--- src/hw/tinker_pkg.sv ---
// Tinker core shared types, opcode encodings, field positions and opcode-class helpers
`default_nettype none

package tinker_pkg;

    // ------------------------------------------------------------------------
    // Widths
    // ------------------------------------------------------------------------
    typedef logic [63:0] word_t;                // Data and address word
    typedef logic [31:0] instr_t;               // Instruction word
    typedef logic [4:0]  reg_addr_t;            // Register index
    typedef logic [4:0]  opcode_t;              // Opcode field
    typedef logic [11:0] imm_raw_t;             // Raw immediate field

    // Sequencer states, one per clock
    typedef enum logic [2:0] {
        S_FETCH,
        S_DECODE,
        S_EXECUTE,
        S_MEMORY,
        S_WRITEBACK,
        S_HALTED
    } state_t;

    localparam int unsigned INSTR_BYTES = 4;    // PC step per instruction

    // Field LSBs within the instruction word
    localparam int unsigned OPCODE_LSB = 27;    // Bits 31..27
    localparam int unsigned RD_LSB     = 22;    // Bits 26..22
    localparam int unsigned RS_LSB     = 17;    // Bits 21..17
    localparam int unsigned RT_LSB     = 12;    // Bits 16..12
    localparam int unsigned IMM_LSB    = 0;     // Bits 11..0

    // ------------------------------------------------------------------------
    // Opcodes
    // ------------------------------------------------------------------------
    localparam opcode_t OP_AND    = 5'b00000;
    localparam opcode_t OP_OR     = 5'b00001;
    localparam opcode_t OP_XOR    = 5'b00010;
    localparam opcode_t OP_NOT    = 5'b00011;
    localparam opcode_t OP_SHFTR  = 5'b00100;
    localparam opcode_t OP_SHFTRI = 5'b00101;   // Arithmetic, by immediate
    localparam opcode_t OP_SHFTL  = 5'b00110;
    localparam opcode_t OP_SHFTLI = 5'b00111;
    localparam opcode_t OP_BR     = 5'b01000;   // Absolute jump to rd
    localparam opcode_t OP_BRR    = 5'b01001;   // PC-relative jump
    localparam opcode_t OP_BRGT   = 5'b01110;   // Signed rs > rt
    localparam opcode_t OP_LOAD   = 5'b10000;
    localparam opcode_t OP_MOV    = 5'b10001;
    localparam opcode_t OP_MOVL   = 5'b10010;
    localparam opcode_t OP_STORE  = 5'b10011;
    localparam opcode_t OP_ADD    = 5'b11000;
    localparam opcode_t OP_ADDI   = 5'b11001;
    localparam opcode_t OP_SUB    = 5'b11010;
    localparam opcode_t OP_SUBI   = 5'b11011;
    localparam opcode_t OP_HALT   = 5'b11111;

    // ------------------------------------------------------------------------
    // Opcode classes
    // ------------------------------------------------------------------------
    function automatic logic is_load(opcode_t op);
        return op == OP_LOAD;
    endfunction

    function automatic logic is_store(opcode_t op);
        return op == OP_STORE;
    endfunction

    function automatic logic is_branch(opcode_t op);
        return op == OP_BR || op == OP_BRR || op == OP_BRGT;
    endfunction

    // Operand 2 comes from the immediate
    function automatic logic uses_literal(opcode_t op);
        return op == OP_ADDI || op == OP_SUBI || op == OP_SHFTRI || op == OP_SHFTLI ||
               op == OP_MOVL || op == OP_LOAD || op == OP_STORE;
    endfunction

    // Two-operand immediate forms read rd as src1
    function automatic logic uses_rd_as_src(opcode_t op);
        return op == OP_ADDI || op == OP_SUBI || op == OP_SHFTRI || op == OP_SHFTLI;
    endfunction

    function automatic logic writes_reg(opcode_t op);
        return !(is_store(op) || is_branch(op) || op == OP_HALT);
    endfunction

endpackage

`default_nettype wire
--- src/hw/tinker_decoder.sv ---
// Tinker decoder, instruction register with field and immediate extraction
`timescale 1ns/1ps
`default_nettype none

module tinker_decoder (
    input  wire logic                  clk,
    input  wire logic                  reset,
    input  wire logic                  ir_write,
    input  wire tinker_pkg::instr_t    instr,       // From memory fetch port
    output tinker_pkg::opcode_t        opcode,
    output tinker_pkg::reg_addr_t      rd,
    output tinker_pkg::reg_addr_t      src1,
    output tinker_pkg::reg_addr_t      src2,
    output tinker_pkg::word_t          imm          // Extended immediate
);
    import tinker_pkg::*;

    instr_t   ir;
    imm_raw_t imm_raw;

    always_ff @(posedge clk or posedge reset) begin
        if (reset) begin
            ir <= '0;
        end else if (ir_write) begin
            ir <= instr;
        end
    end

    assign opcode  = ir[OPCODE_LSB +: 5];
    assign rd      = ir[RD_LSB +: 5];
    assign src2    = ir[RT_LSB +: 5];
    assign imm_raw = ir[IMM_LSB +: 12];

    // movl merges into rd, so it reads rd too
    assign src1 = (uses_rd_as_src(opcode) || opcode == OP_MOVL) ? ir[RD_LSB +: 5]
                                                                 : ir[RS_LSB +: 5];

    // Zero extend for movl only
    assign imm = (opcode == OP_MOVL) ? {52'b0, imm_raw} : {{52{imm_raw[11]}}, imm_raw};

endmodule

`default_nettype wire

--- config.mk ---
export PLATFORM = sky130hd
export DESIGN_NAME = tinker_decoder
export DESIGN_NICKNAME = d
export VERILOG_FILES = /design/src/hw/tinker_pkg.sv /design/src/hw/tinker_decoder.sv
export SDC_FILE = /design/constraint.sdc
export NUM_CORES = 1
export LEC_CHECK = 0
export BUFFER_PORTS_ARGS = -buffer_cell sky130_fd_sc_hd__buf_2
export CORE_MARGIN = 2
export CORE_UTILIZATION = 35
export DETAILED_ROUTE_END_ITERATION = 7
export PLACE_DENSITY = 0.7
export SETUP_SLACK_MARGIN = 0.05
export SLEW_MARGIN = 10
export SYNTH_ARGS = -nofsm -noshare
export SYNTH_HDL_FRONTEND = slang
export SYNTH_SLANG_ARGS = --single-unit
--- constraint.sdc ---
create_clock -name clk -period 4.05 [get_ports clk]
set_input_delay 0.2025 -clock clk [delete_from_list [all_inputs] [get_ports clk]]
set_output_delay 0.2025 -clock clk [all_outputs]
set_load 0.02 [all_outputs]
==> run metrics <==
# IOs roughly 120; largest net degree at the start of global routing between 50 and 60; Seq cells post-synth 32; antenna viol nets, final 0; clock slew at reported path FFs 0.07 ns; drt first-iter violations 31; die height a little under 80 um; post-synthesis sequential area ratio 0.422; GRT Residual Overflow 0; dominant cells by area after synthesis dfrtp_1 42%, buf_4 31%, mux2_2 18%, mux2_4 4.0%, mux2_1 1.2%; Setup TNS Final 0 ns; worst rel slew slack 0.534; die area between 6000 and 7000 um2; gr usage total 0.112; post_cts resized 0; Reg area 801 um2; post-synthesis instance total 158; Tightest Pin Transition 0.699 ns; fillers 494; port bufs around 120; clock insertion delay at the later pin of the skew report 0.27 ns; Critical Path Source Type flip-flop; ant diodes 0; maximum vdd drop 0.228 mV; total iterations of the first detailed-routing run 3; root buffer cell clkbuf_8; Post-Route WL approximately 3200 um; Largest register FFs 32; Post-DP Area 1990 um2; H-Tree Depth 2; CTS tree yes; Post-route DRC 0; Final setup violation count 0; vias 1149; Synth Warn # 0; post-route minimum period between 2 and 2.5 ns; clk sinks 32; multi-input logic area 494 um2; Worst path max stage delay 0.42 ns; drt via density 4.19; Worst path depth 4; share of layout cells above drive strength 1 0.809; Clock Skew 0 ns; Max-Cap Viols 0; top-area cell type share of the netlist area 0.422; reg2reg setup slack 3.24 ns; initial antenna violation count 0; CTS buffer count 5; status finished clean; worst path cell trace nor3b_1 -> a211o_2 -> mux2_4 -> buf_2; CP bufs+invs 1; syn_area_per_cell 12.0 um2; Final period util 0.497; critical path required time 3.85 ns; GR Util met2 0.186; M3 GR Usage 0.0477; FF-to-FF path depth 1; Final Slew Violations 0; number of global-route vias before repair 1140; Leak approximately 1.1 nW; Area growth syn-to-layout 9.82%; first-pass GRT wire length 5350 um; WS Path Type reg2out; gr busiest metal met2; postcts setup bufs 0; Largest regs ir: 32 flops; library cells used by synthesis 14; Power Density 448 nW/um2; GR met1 Demand/Resource 0.129; fin area ~2100 um2; DR WL/cell 11.5 um; CP delay by family, top flip-flops; DP HPWL 2440 um; Die W 77.7 um; routability cong. 0.657; register bank with the most flops ir; fin nets 238; Starting Density 0.367; Core Box Area ~5200 um2; Max Root-Sink Buffers 2; crit-path max FO 5; cell type with the highest aggregate area in the netlist dfrtp_1; std cell rows 26; RSZ-0062 raised after global routing false; Critical Path Slowest Stage Cell dfrtp_1; crit end category output port; synthesized cell area 1900 um2; cts hold-fix bufs 0; FMAX 0.497 GHz; Syn Nets 193; HP Class in2async; Final Hold Vio Count 0; WP data arrival 1.81 ns
[per-layer routing]
metal	vias to the layer above	wire, um	share of wire
li1	532	-	-
met1	521	1320	0.42
met4	0	37	0.012
met3	6	430	0.14
met5	-	0	0
met2	90	1380	0.44
[Yosys cell counts]
cell and number:
buf_4 78, dfrtp_1 32, mux2_2 30, mux2_4 5
buf_2 3, mux2_1 2, a211o_2 1, a21boi_0 1
and4b_2 1, and4bb_1 1, clkbuf_1 1, inv_1 1
nor2b_1 1, nor3b_1 1
[per-stage QoR]
step,total power (W),worst slack (ns),utilization,hold slack [ns],std cells
final,0.000934,2.04,0.403,0.000912,274
after global routing,0.000988,1.92,0.403,0.0357,274
after CTS,0.000956,2.02,0.403,0.00227,274
after detailed placement,0.000696,2.33,0.385,0.310,266
after global placement,0.000691,2.38,0.385,0.305,266
after floorplan,0.000705,0.819,-,0.319,158
[path summary, 6_finish.rpt]
kind / from / endpoint
min: reset / ir[11]$_DFFE_PP0P_
max reg2reg: ir[27]$_DFFE_PP0P_ / ir[27]$_DFFE_PP0P_
max in group asynchronous: reset / ir[1]$_DFFE_PP0P_
min in group clk: instr[27] / ir[27]$_DFFE_PP0P_
max: ir[30]$_DFFE_PP0P_ / src1[3]
min reg2reg: ir[13]$_DFFE_PP0P_ / ir[13]$_DFFE_PP0P_
[power by group]
part | leakage [nW] | total (W) | switching [W] | internal (W)
Sequential | 0.374 | 0.000371 | 0.0000195 | 0.000352
Combinational | 0.673 | 0.000314 | 0.000195 | 0.000119
Clock | 0.0445 | 0.000249 | 0.000111 | 0.000138
[worst min-delay path: stages]
cell	delay [ns]
buf_2	0.10
inv_1	0.04
buf_4	0.36
[logic make-up (layout without fill, tap and decap cells)]
kind of cell	after synthesis	count (layout)	synth area share
and+or+nand+nor	4	4	0.0198
muxes	37	37	0.229
DFF	32	32	0.422
buffers and inverters	83	129	0.320
AOI/OAI and AO/OA	2	2	0.00922
[layout by cell type, fill, tap and decap left out, types with 2 or more instances in the layout]
master	netlist	routed
mux2_1	2	2
mux2_2	30	30
mux2_4	5	5
buf_2	3	118
dfrtp_1	32	32
buf_4	78	2
clkbuf_8	0	6
[cell type report]
| type | instances | share of cell area |
|---|---|---|
| flip-flops and latches | 32 | 0.384 |
| repair buffers | 120 | 0.290 |
| multi-input cells | 43 | 0.237 |
| well taps | 70 | 0.0420 |
| clock buffers | 7 | 0.0414 |
| clock inverters | 1 | 0.00360 |
| inverters | 1 | 0.00180 |
Power figures use the tool's default switching activity.
