File: src/hw/tinker_pkg.sv
// Tinker core shared types, opcode encodings, field positions and opcode-class helpers
`default_nettype none

package tinker_pkg;

    // ------------------------------------------------------------------------
    // Widths
    // ------------------------------------------------------------------------
    typedef logic [63:0] word_t;                // Data and address word
    typedef logic [31:0] instr_t;               // Instruction word
    typedef logic [4:0]  reg_addr_t;            // Register index
    typedef logic [4:0]  opcode_t;              // Opcode field
    typedef logic [11:0] imm_raw_t;             // Raw immediate field

    // Sequencer states, one per clock
    typedef enum logic [2:0] {
        S_FETCH,
        S_DECODE,
        S_EXECUTE,
        S_MEMORY,
        S_WRITEBACK,
        S_HALTED
    } state_t;

    localparam int unsigned INSTR_BYTES = 4;    // PC step per instruction

    // Field LSBs within the instruction word
    localparam int unsigned OPCODE_LSB = 27;    // Bits 31..27
    localparam int unsigned RD_LSB     = 22;    // Bits 26..22
    localparam int unsigned RS_LSB     = 17;    // Bits 21..17
    localparam int unsigned RT_LSB     = 12;    // Bits 16..12
    localparam int unsigned IMM_LSB    = 0;     // Bits 11..0

    // ------------------------------------------------------------------------
    // Opcodes
    // ------------------------------------------------------------------------
    localparam opcode_t OP_AND    = 5'b00000;
    localparam opcode_t OP_OR     = 5'b00001;
    localparam opcode_t OP_XOR    = 5'b00010;
    localparam opcode_t OP_NOT    = 5'b00011;
    localparam opcode_t OP_SHFTR  = 5'b00100;
    localparam opcode_t OP_SHFTRI = 5'b00101;   // Arithmetic, by immediate
    localparam opcode_t OP_SHFTL  = 5'b00110;
    localparam opcode_t OP_SHFTLI = 5'b00111;
    localparam opcode_t OP_BR     = 5'b01000;   // Absolute jump to rd
    localparam opcode_t OP_BRR    = 5'b01001;   // PC-relative jump
    localparam opcode_t OP_BRGT   = 5'b01110;   // Signed rs > rt
    localparam opcode_t OP_LOAD   = 5'b10000;
    localparam opcode_t OP_MOV    = 5'b10001;
    localparam opcode_t OP_MOVL   = 5'b10010;
    localparam opcode_t OP_STORE  = 5'b10011;
    localparam opcode_t OP_ADD    = 5'b11000;
    localparam opcode_t OP_ADDI   = 5'b11001;
    localparam opcode_t OP_SUB    = 5'b11010;
    localparam opcode_t OP_SUBI   = 5'b11011;
    localparam opcode_t OP_HALT   = 5'b11111;

    // ------------------------------------------------------------------------
    // Opcode classes
    // ------------------------------------------------------------------------
    function automatic logic is_load(opcode_t op);
        return op == OP_LOAD;
    endfunction

    function automatic logic is_store(opcode_t op);
        return op == OP_STORE;
    endfunction

    function automatic logic is_branch(opcode_t op);
        return op == OP_BR || op == OP_BRR || op == OP_BRGT;
    endfunction

    // Operand 2 comes from the immediate
    function automatic logic uses_literal(opcode_t op);
        return op == OP_ADDI || op == OP_SUBI || op == OP_SHFTRI || op == OP_SHFTLI ||
               op == OP_MOVL || op == OP_LOAD || op == OP_STORE;
    endfunction

    // Two-operand immediate forms read rd as src1
    function automatic logic uses_rd_as_src(opcode_t op);
        return op == OP_ADDI || op == OP_SUBI || op == OP_SHFTRI || op == OP_SHFTLI;
    endfunction

    function automatic logic writes_reg(opcode_t op);
        return !(is_store(op) || is_branch(op) || op == OP_HALT);
    endfunction

endpackage

`default_nettype wire
File: src/hw/tinker_pc_unit.sv
// Tinker PC unit, program counter register and branch resolution
`timescale 1ns/1ps
`default_nettype none

module tinker_pc_unit #(
    parameter tinker_pkg::word_t RESET_PC = 64'h2000
) (
    input  wire logic                clk,
    input  wire logic                reset,
    input  wire logic                pc_write,
    input  wire tinker_pkg::opcode_t opcode,
    input  wire tinker_pkg::word_t   rd_value,      // Branch target or offset
    input  wire tinker_pkg::word_t   src1_value,    // brgt rs
    input  wire tinker_pkg::word_t   src2_value,    // brgt rt
    output tinker_pkg::word_t        pc
);
    import tinker_pkg::*;

    word_t pc_seq;
    word_t pc_next;

    assign pc_seq = pc + word_t'(INSTR_BYTES);

    always_comb begin
        case (opcode)
            OP_BR:   pc_next = rd_value;
            OP_BRR:  pc_next = pc + rd_value;
            OP_BRGT: pc_next = ($signed(src1_value) > $signed(src2_value)) ? rd_value : pc_seq;
            default: pc_next = pc_seq;
        endcase
    end

    always_ff @(posedge clk or posedge reset) begin
        if (reset) begin
            pc <= RESET_PC;
        end else if (pc_write) begin
            pc <= pc_next;
        end
    end

endmodule

`default_nettype wire

File: config.mk
export PLATFORM = sky130hd
export DESIGN_NAME = tinker_pc_unit
export DESIGN_NICKNAME = d
export VERILOG_FILES = /design/src/hw/tinker_pkg.sv /design/src/hw/tinker_pc_unit.sv
export SDC_FILE = /design/constraint.sdc
export NUM_CORES = 1
export LEC_CHECK = 0
export ABC_AREA = 0
export BUFFER_PORTS_ARGS = -buffer_cell sky130_fd_sc_hd__buf_2
export CAP_MARGIN = 30
export CORE_AREA = 2 2 151 153
export DETAILED_ROUTE_END_ITERATION = 10
export DIE_AREA = 0 0 153 155
export PLACE_DENSITY = 0.69
export REMOVE_ABC_BUFFERS = 1
export SKIP_CTS_REPAIR_TIMING = 1
export SLEW_MARGIN = 25
export SYNTH_ARGS = -nofsm -noshare
export SYNTH_HDL_FRONTEND = slang
export SYNTH_SLANG_ARGS = --single-unit
File: constraint.sdc
create_clock -name clk -period 4.4 [get_ports clk]
set_input_delay 0.22 -clock clk [delete_from_list [all_inputs] [get_ports clk]]
set_output_delay 0.22 -clock clk [all_outputs]
set_load 0.03 [all_outputs]
==> metrics.yaml <==
postSynthAreaPerCell_um2: 7.318
die_x_um: 153
via_per_inst: 6.046
drv_cap: 0
syn2layout_area_growth_pct: 18.87
h-tree-depth: 3
antenna_found_initial: 1
synth_edf_count: 0
clkSinkCount: 64
dr.pass1.iters: 5
final_cell_mix: "buf_2 (263), a21oi_1 (151), ha_1 (128)"
track_usage_pct: 28.55
die_y_um: 155
grt_pass1_wl_mm: 54.71
worstSetupPathType: "flip-flop to flip-flop"
ys_async_sr_fraction_pct: 100.0
ys_seq_area_share_pct: 16.35
core_area_um2: 22230
wl_per_cell_um: 18.68
place_congestion: 0.9443
cts_buffer_depth: 2
fin_ws_ns: 0.5387
setup.worst_path.end_class: "flip-flop"
num_vias: 11250
overflow: 0
synth_cell_types: 80
status: "finished, final reports clean"
utilization_pct: 52.44
layout_commonest_cell: "buf_2"
grt_max_degree: 54
ir_drop_uv: 182.3
nets: 1899
grtUsageMet3_pct: 5.014
clkTransAtPathRegs_ns: 0.06
fmax_ghz: 0.2590
synth_warnings: 0
drive_gt1_share_pct: 20.25
fin_crit_sh_pct: 87.76
rsz0062_at_grt: "false"
setup_violations: 0
ys_seq_elements: 64
io_buffers: 263
numCtsBuffers: 9
ant_nets: 0
cp_max_fo: 4
drc: 0
regMostFlops: "pc"
diodes: 0
wirelength_mm: 34.75
dp_hpwl_mm: 27.61
place_ws_ns: 0.6284
synth_cells: 1340
dieArea_um2: 23720
slew_viol_final: 0
grtUsageMet2_pct: 48.32
p_per_area_nw_per_um2: 468.9
cts_tree: "yes"
ys.flop_type: "dfrtp_1"
cts_root_buf: "clkbuf_16"
critPathLaunchType: "flip-flop"
largest_register_ffs: 64
reg_top3: "pc x64"
netlist_area_um2: 9806
top_usage_layer: "met2"
hold_viol_final: 0
dp.cells: 1843
met1_usage_pct: 35.86
rows: 55
hold_class: "primary input to flip-flop"
critPathRequiredTime_ns: 4.62
arrival_ns: 4.08
worstMarginPinSlew_ns: 0.8349
min_period_ns: 3.861
leakagePower_uw: 0.005501
start_util_pct: 44.11
num_io_pins: 264
fin_hold_ws_ns: 0.1278
finalNonFillerCells: 1860
insertion_delay_ns: 0.35
max-slew-margin-rel_pct: 43.91
drtIter0Drc: 818
first_global_vias: 10510
final.setup_skew_ns: 0.01078
==> worst max-delay path, cell delays in order (launching register included) <==
cell and delay, ns:
dfrtp_1 0.39, ha_1 0.22, fa_1 0.41, a21o_1 0.20
a221oi_2 0.50, o31a_1 0.26, nand3_1 0.19, a2111oi_4 0.49
o21bai_1 0.19, a21oi_1 0.26, nor3b_1 0.13, nand3_1 0.14
mux2i_1 0.22, nand4_1 0.10
==> cells in the mapped netlist (all sizes together) (6+ instances only) <==
cell type / count / area, um2
a211oi: 10 / 75.07
clkbuf: 37 / 140.1
and4: 6 / 52.55
nand4: 35 / 219.0
o22ai: 10 / 62.56
nor2b: 10 / 62.56
and3: 24 / 150.1
inv: 102 / 382.9
ha: 128 / 1602
nor4: 16 / 112.6
o211ai: 12 / 90.09
buf: 22 / 107.6
nor3: 24 / 125.1
nor4b: 6 / 52.55
a21o: 28 / 210.2
a22oi: 8 / 60.06
and2: 15 / 95.09
o21ai: 124 / 635.6
xnor2: 38 / 332.8
a21oi: 151 / 755.7
o21bai: 13 / 97.59
nand3: 55 / 280.3
or3: 7 / 43.79
o32ai: 12 / 105.1
nor2: 83 / 319.1
a31oi: 14 / 87.58
dfrtp: 63 / 1577
a21boi: 8 / 67.56
a22o: 11 / 96.34
a221oi: 18 / 163.9
nand2b: 9 / 56.30
o31ai: 8 / 73.82
nand2: 125 / 476.7
xor2: 34 / 297.8
o21a: 9 / 67.56
o2bb2ai: 6 / 58.80
==> power by group <==
group | switching (uW) | total (uW) | internal, uW
Clock | 300 | 694 | 394
Sequential | 372 | 1170 | 795
Combinational | 2240 | 3600 | 1360
Total | 2910 | 5470 | 2550
==> per-layer routing <==
metal / part of all wire [%] / wire length (um)
met4: 3.4 / 1185
met1: 42 / 14560
met5: 0.037 / 13
met3: 7.7 / 2672
met2: 47 / 16320
==> path summary, 6_finish.rpt <==
path                         startpoint  endpoint  slack [ns]  depth (start not counted)
max in group asynchronous         reset    pc[13]        3.29                          4
hold reg to reg                  pc[13]    pc[13]        0.57                          1
setup / recovery                  pc[0]    pc[60]        0.54                         13
hold / removal             rd_value[24]    pc[24]        0.13                          3
min in group asynchronous         reset    pc[49]        0.38                          3
setup reg to reg                  pc[0]    pc[60]        0.54                         13
==> per-stage QoR <==
step | instance area [um2] | setup TNS, ns | total power (uW)
2_1_floorplan | 9558 | -0.03792 | 3717
3_3_place_gp | 11360 | 0 | 4665
3_5_place_dp | 11380 | 0 | 4703
4_1_cts | 11650 | 0 | 5423
5_1_grt | 11660 | 0 | 5880
6_report | 11660 | 0 | 5466
==> kinds of logic after synthesis <==
logic type | synth area share, %
AO/OA/AOI/OAI | 31.87
buffers and inverters | 6.469
AND/OR/NAND/NOR | 21.93
flip-flops | 16.35
multiplexers | 0.4083
XOR/XNOR | 6.431
adder cells (fa/ha/maj) | 16.54
==> area by class of cell <==
| cell class | instances | area (um2) |
|---|---|---|
| fill | 2208 | 10570 |
| multi-input combinational | 1114 | 7587 |
| sequential | 64 | 1603 |
| timing repair buffer | 278 | 1456 |
| inverter | 103 | 386.6 |
| tap | 285 | 356.6 |
| clock buffer | 12 | 246.5 |
| clock inverter | 4 | 20.02 |
Note: power is estimated with default switching activity, not from simulation.
