**src/hw/tinker_pkg.sv**
```systemverilog
// Tinker core shared types, opcode encodings, field positions and opcode-class helpers
`default_nettype none

package tinker_pkg;

    // ------------------------------------------------------------------------
    // Widths
    // ------------------------------------------------------------------------
    typedef logic [63:0] word_t;                // Data and address word
    typedef logic [31:0] instr_t;               // Instruction word
    typedef logic [4:0]  reg_addr_t;            // Register index
    typedef logic [4:0]  opcode_t;              // Opcode field
    typedef logic [11:0] imm_raw_t;             // Raw immediate field

    // Sequencer states, one per clock
    typedef enum logic [2:0] {
        S_FETCH,
        S_DECODE,
        S_EXECUTE,
        S_MEMORY,
        S_WRITEBACK,
        S_HALTED
    } state_t;

    localparam int unsigned INSTR_BYTES = 4;    // PC step per instruction

    // Field LSBs within the instruction word
    localparam int unsigned OPCODE_LSB = 27;    // Bits 31..27
    localparam int unsigned RD_LSB     = 22;    // Bits 26..22
    localparam int unsigned RS_LSB     = 17;    // Bits 21..17
    localparam int unsigned RT_LSB     = 12;    // Bits 16..12
    localparam int unsigned IMM_LSB    = 0;     // Bits 11..0

    // ------------------------------------------------------------------------
    // Opcodes
    // ------------------------------------------------------------------------
    localparam opcode_t OP_AND    = 5'b00000;
    localparam opcode_t OP_OR     = 5'b00001;
    localparam opcode_t OP_XOR    = 5'b00010;
    localparam opcode_t OP_NOT    = 5'b00011;
    localparam opcode_t OP_SHFTR  = 5'b00100;
    localparam opcode_t OP_SHFTRI = 5'b00101;   // Arithmetic, by immediate
    localparam opcode_t OP_SHFTL  = 5'b00110;
    localparam opcode_t OP_SHFTLI = 5'b00111;
    localparam opcode_t OP_BR     = 5'b01000;   // Absolute jump to rd
    localparam opcode_t OP_BRR    = 5'b01001;   // PC-relative jump
    localparam opcode_t OP_BRGT   = 5'b01110;   // Signed rs > rt
    localparam opcode_t OP_LOAD   = 5'b10000;
    localparam opcode_t OP_MOV    = 5'b10001;
    localparam opcode_t OP_MOVL   = 5'b10010;
    localparam opcode_t OP_STORE  = 5'b10011;
    localparam opcode_t OP_ADD    = 5'b11000;
    localparam opcode_t OP_ADDI   = 5'b11001;
    localparam opcode_t OP_SUB    = 5'b11010;
    localparam opcode_t OP_SUBI   = 5'b11011;
    localparam opcode_t OP_HALT   = 5'b11111;

    // ------------------------------------------------------------------------
    // Opcode classes
    // ------------------------------------------------------------------------
    function automatic logic is_load(opcode_t op);
        return op == OP_LOAD;
    endfunction

    function automatic logic is_store(opcode_t op);
        return op == OP_STORE;
    endfunction

    function automatic logic is_branch(opcode_t op);
        return op == OP_BR || op == OP_BRR || op == OP_BRGT;
    endfunction

    // Operand 2 comes from the immediate
    function automatic logic uses_literal(opcode_t op);
        return op == OP_ADDI || op == OP_SUBI || op == OP_SHFTRI || op == OP_SHFTLI ||
               op == OP_MOVL || op == OP_LOAD || op == OP_STORE;
    endfunction

    // Two-operand immediate forms read rd as src1
    function automatic logic uses_rd_as_src(opcode_t op);
        return op == OP_ADDI || op == OP_SUBI || op == OP_SHFTRI || op == OP_SHFTLI;
    endfunction

    function automatic logic writes_reg(opcode_t op);
        return !(is_store(op) || is_branch(op) || op == OP_HALT);
    endfunction

endpackage

`default_nettype wire
```
**src/hw/tinker_control.sv**
```systemverilog
// Tinker control sequencer, one state per clock, decoding the per-step strobes
`timescale 1ns/1ps
`default_nettype none

module tinker_control (
    input  wire logic                clk,
    input  wire logic                reset,
    input  wire tinker_pkg::opcode_t opcode,
    output logic                     ir_write,      // Latch instruction
    output logic                     alu_latch,     // Latch ALU result
    output logic                     mem_read,      // Latch load data
    output logic                     mem_write,     // Store to memory
    output logic                     reg_write,     // Register file write
    output logic                     mem_to_reg,    // Writeback from memory
    output logic                     pc_write,      // Advance or branch
    output logic                     hlt
);
    import tinker_pkg::*;

    state_t state;
    state_t next_state;

    // ------------------------------------------------------------------------
    // State register
    // ------------------------------------------------------------------------
    always_ff @(posedge clk or posedge reset) begin
        if (reset) begin
            state <= S_FETCH;
        end else begin
            state <= next_state;
        end
    end

    always_comb begin
        next_state = state;
        case (state)
            S_FETCH:     next_state = S_DECODE;
            S_DECODE: begin
                if (opcode == OP_HALT) begin
                    next_state = S_HALTED;                  // Parks here until reset
                end else begin
                    next_state = S_EXECUTE;
                end
            end
            S_EXECUTE: begin
                if (is_load(opcode) || is_store(opcode)) begin
                    next_state = S_MEMORY;
                end else if (is_branch(opcode)) begin
                    next_state = S_FETCH;                   // PC already resolved
                end else begin
                    next_state = S_WRITEBACK;
                end
            end
            S_MEMORY:    next_state = S_WRITEBACK;
            S_WRITEBACK: next_state = S_FETCH;
            S_HALTED:    next_state = S_HALTED;
            default:     next_state = S_FETCH;
        endcase
    end

    // ------------------------------------------------------------------------
    // Strobes per state
    // ------------------------------------------------------------------------
    always_comb begin
        ir_write   = 1'b0;
        alu_latch  = 1'b0;
        mem_read   = 1'b0;
        mem_write  = 1'b0;
        reg_write  = 1'b0;
        mem_to_reg = 1'b0;
        pc_write   = 1'b0;
        case (state)
            S_FETCH:   ir_write = 1'b1;
            S_EXECUTE: begin
                alu_latch = 1'b1;
                pc_write  = is_branch(opcode);              // Taken or not, resolved here
            end
            S_MEMORY: begin
                mem_read  = is_load(opcode);
                mem_write = is_store(opcode);
            end
            S_WRITEBACK: begin
                reg_write  = writes_reg(opcode);
                mem_to_reg = is_load(opcode);
                pc_write   = 1'b1;                          // Sequential PC+4
            end
            default: begin
            end
        endcase
    end

    assign hlt = (state == S_HALTED);

endmodule

`default_nettype wire

```
**config.mk**
```make
export PLATFORM = sky130hd
export DESIGN_NAME = tinker_control
export DESIGN_NICKNAME = d
export VERILOG_FILES = /design/src/hw/tinker_pkg.sv /design/src/hw/tinker_control.sv
export SDC_FILE = /design/constraint.sdc
export NUM_CORES = 1
export LEC_CHECK = 0
export BUFFER_PORTS_ARGS = -buffer_cell sky130_fd_sc_hd__buf_2
export CAP_MARGIN = 15
export CORE_AREA = 2 2 39 41
export CTS_CLUSTER_DIAMETER = 60
export DETAILED_ROUTE_END_ITERATION = 6
export DIE_AREA = 0 0 41 43
export GPL_TIMING_DRIVEN = 0
export SYNTH_ARGS = -nofsm -noshare
export SYNTH_HDL_FRONTEND = slang
export SYNTH_SLANG_ARGS = --single-unit
```
**constraint.sdc**
```tcl
create_clock -name clk -period 1.2 [get_ports clk]
set_clock_uncertainty 0.05 [all_clocks]
set_input_delay 0.18 -clock clk [delete_from_list [all_inputs] [get_ports clk]]
set_output_delay 0.18 -clock clk [all_outputs]
set_load 0.05 [all_outputs]
```
==> results.cfg <==
[run_status]
status = complete, but fails checks
violations = setup timing

[worst_setup_path]
slowest_stage = or3b_4
reg2regPathDepth = 5
critPathMaxStageDelay_ns = 0.42
path_cells = buf_6 > or3b_4 > nor4b_4 > buf_6
cp-start-kind = flip-flop
crit_top_cell = buf_6
crit_required_ns = 0.97
path_max_fanout = 5
arrival_ns = 1.52
path_class = flip-flop to primary output
cp-end-kind = primary output

[min_path]
worstHoldPathType = primary input to flip-flop
hold_depth = 3

[finish]
area_growth_pct = 93.21
layout.nets = 76
top_register = state
drive_above_1_share_pct = 61.76
n_antenna_cell = 0
reg.largest.list = state: 3 flops
fin_area_um2 = 676.9
largest_reg_flops = 3
utilization_pct = 48.92

[die]
initial_core_util_pct = 25.32
die_area_um2 = 1763
fp.dieH_um = 43
pin_count = 15
core-area_um2 = 1384
die_w_um = 41
rows = 14

[run]
cap_violations = 0

[clocking]
cts_buffer_depth = 2
cts-root-buf = clkbuf_4
cts_sinks = 3
clk_pin_slew_ns = 0.04
cts_tree = yes
htreeDepth = 1
numCtsBuffers = 3
clock_latency_ns = 0.23

[placed_design]
hpwl_um = 607.7
portBuffers = 12
gp_congestion = 0.6497
placed_area_um2 = 486.7

[pwr]
p_leak_nw = 0.2878
internal_power_mw = 0.7599
p_sw_mw = 0.6557
pwr-share-comb_pct = 74.7
power_frac_seq_pct = 12.7
vdd.ir_drop.worst_v = 0.0007549
p_sw_share_pct = 46.32
clkPwrFrac_pct = 12.6
power.density_nw_per_um2 = 2091

[synthesis]
synth_area_per_cell_um2 = 8.147
netlist_instances = 43
synth_area_um2 = 350.3
synthXorXnorAreaFrac_pct = 5.000
synth_adder_area_share_pct = 0
synth.area.mux_share_pct = 0
ys_types = 28
synth-simple-area-share_pct = 38.93
yosysWarningCount = 0
synth_top_family_by_area = simple AND/OR/NAND/NOR gates
seq_area_frac_synth_pct = 21.43
synth_compound_area_share_pct = 25.71
ys_ff_latch = 3
synth_fp_nets = 50

[sta]
worst_slew_pin_slew_ns = 0.3624
rsz0062_at_grt = yes
hold_viol = 0
slew_headroom_pct = 75.79
max_freq_mhz = 571.3
finalMaxSlewViolations = 0
setup_tns_ns = -3.184
setup_slack_ns = -0.5503
finalHoldWorstSlack_ns = 0.2766
finalSetupViolCount = 8
min_period_ns = 1.750
period_share_pct = 145.9

[global_routing]
grt_max_degree = 11
grt_usage_pct = 13.81
grt_overflow = 0
grt_pass1_vias = 386
grt_pass1_wl_mm = 1.628
antenna_found_initial = 0

[route]
ant_nets = 0
first_pass_iters = 4
wirelength_mm = 1.086
wl_per_cell_um = 12.93
first_iter_violations = 4
viasPerCell = 5.071
post-route-drc-count = 0
num_vias = 426
==> per-stage QoR <==
| stage | total power [mW] | instances | setup WS [ns] |
|---|---|---|---|
| finish | 1.416 | 84 | -0.5503 |
| global route | 1.506 | 84 | -0.6227 |
| CTS | 1.281 | 81 | -0.5636 |
| detailed placement | 0.8658 | 71 | -0.4849 |
| global placement | 0.8554 | 71 | -0.4597 |
| floorplan | 0.7431 | 43 | -0.5243 |
==> cells in the final DEF, fill, tap and decap left out, types with 2 or more instances in the layout <==
| cell type | count |
|---|---|
| buf_2 | 4 |
| nor2_1 | 2 |
| nand2_1 | 4 |
| nor3_4 | 2 |
| buf_8 | 2 |
| buf_4 | 9 |
| buf_6 | 9 |
| dfrtp_1 | 2 |
| nand3_1 | 2 |
| nor2b_1 | 2 |
| clkbuf_4 | 3 |
| and3b_2 | 2 |
| xnor2_1 | 2 |
==> cell type report <==
class                   instances  area (um^2)
multi-input cells              35        321.6
plain buffers                   4        37.54
clock buffers                   4        26.28
inverters                       1        3.754
well taps                      16        20.02
repair buffers                 21        191.4
flip-flops and latches          3        76.32
fillers                       142        706.9
==> timing repair <==
action                                  4_1_cts  5_1_grt
pin swaps                                     6        4
gates cloned                                  0        0
endpoints found under the setup margin        8        9
resized for setup                            20        5
endpoints found under the hold margin         3        0
hold buffers                                  1        0
setup buffers                                 5        4
==> worst max-delay path: cells and delay by family (launching register included) <==
kind | cells | cell delay, ns
buf+inv | 2 | 0.30
simple gates | 2 | 0.65
flops | 1 | 0.33
==> power by group through the flow <==
stage	Combinational, mW	Clock, mW	Sequential, mW
after floorplan	0.557	0	0.186
after global routing	1.12	0.199	0.185
after global placement	0.657	0	0.198
final	1.06	0.178	0.180
after detailed placement	0.665	0	0.201
after CTS	0.913	0.189	0.179
==> path summary, 6_finish.rpt <==
kind / start / end / slack, ns
max in group asynchronous: reset / state[1] / 0.65
min in group asynchronous: reset / state[2] / 0.31
hold / removal: opcode[4] / state[2] / 0.28
setup / recovery: state[2] / mem_to_reg / -0.55
hold reg to reg: state[0] / state[0] / 0.66
setup reg to reg: state[2] / state[2] / 0.10
==> synthesized netlist by cell type <==
cell	instances	share of area [%]
a221oi_2	1	4.3
and3_1	1	1.8
a21o_1	1	2.1
nor3b_1	1	2.1
o21ai_2	1	2.5
inv_1	1	1.1
buf_4	3	6.4
a21oi_1	1	1.4
nand2_1	4	4.3
o21ai_0	1	1.4
and3b_1	1	2.5
nor2b_1	2	3.6
or3b_4	1	3.2
a211oi_1	1	2.1
nand2b_1	1	1.8
buf_2	1	1.4
xnor2_1	2	5.0
nand4b_1	1	2.5
and3b_2	1	2.9
nor3_1	2	2.9
nor2_1	4	4.3
o31ai_1	2	4.3
o21ai_1	1	1.4
a21boi_2	1	3.2
nor4b_2	1	4.3
nand3_1	2	2.9
a32o_1	1	2.9
dfrtp_1	3	21
==> kinds of logic after synthesis <==
logic type	Yosys count
AOI/OAI and AO/OA	11
xor gates and xnor gates	2
buffers and inverters	5
DFF	3
and+or+nand+nor	22
==> per-layer routing <==
metal  share of wire [%]  global-route usage (%)
met4                 1.0                   11.33
met1                  38                   16.56
met3                 5.1                   4.188
met2                  55                   19.06
met5                   0                       0
No activity file was read; power rests on OpenSTA's default activity.
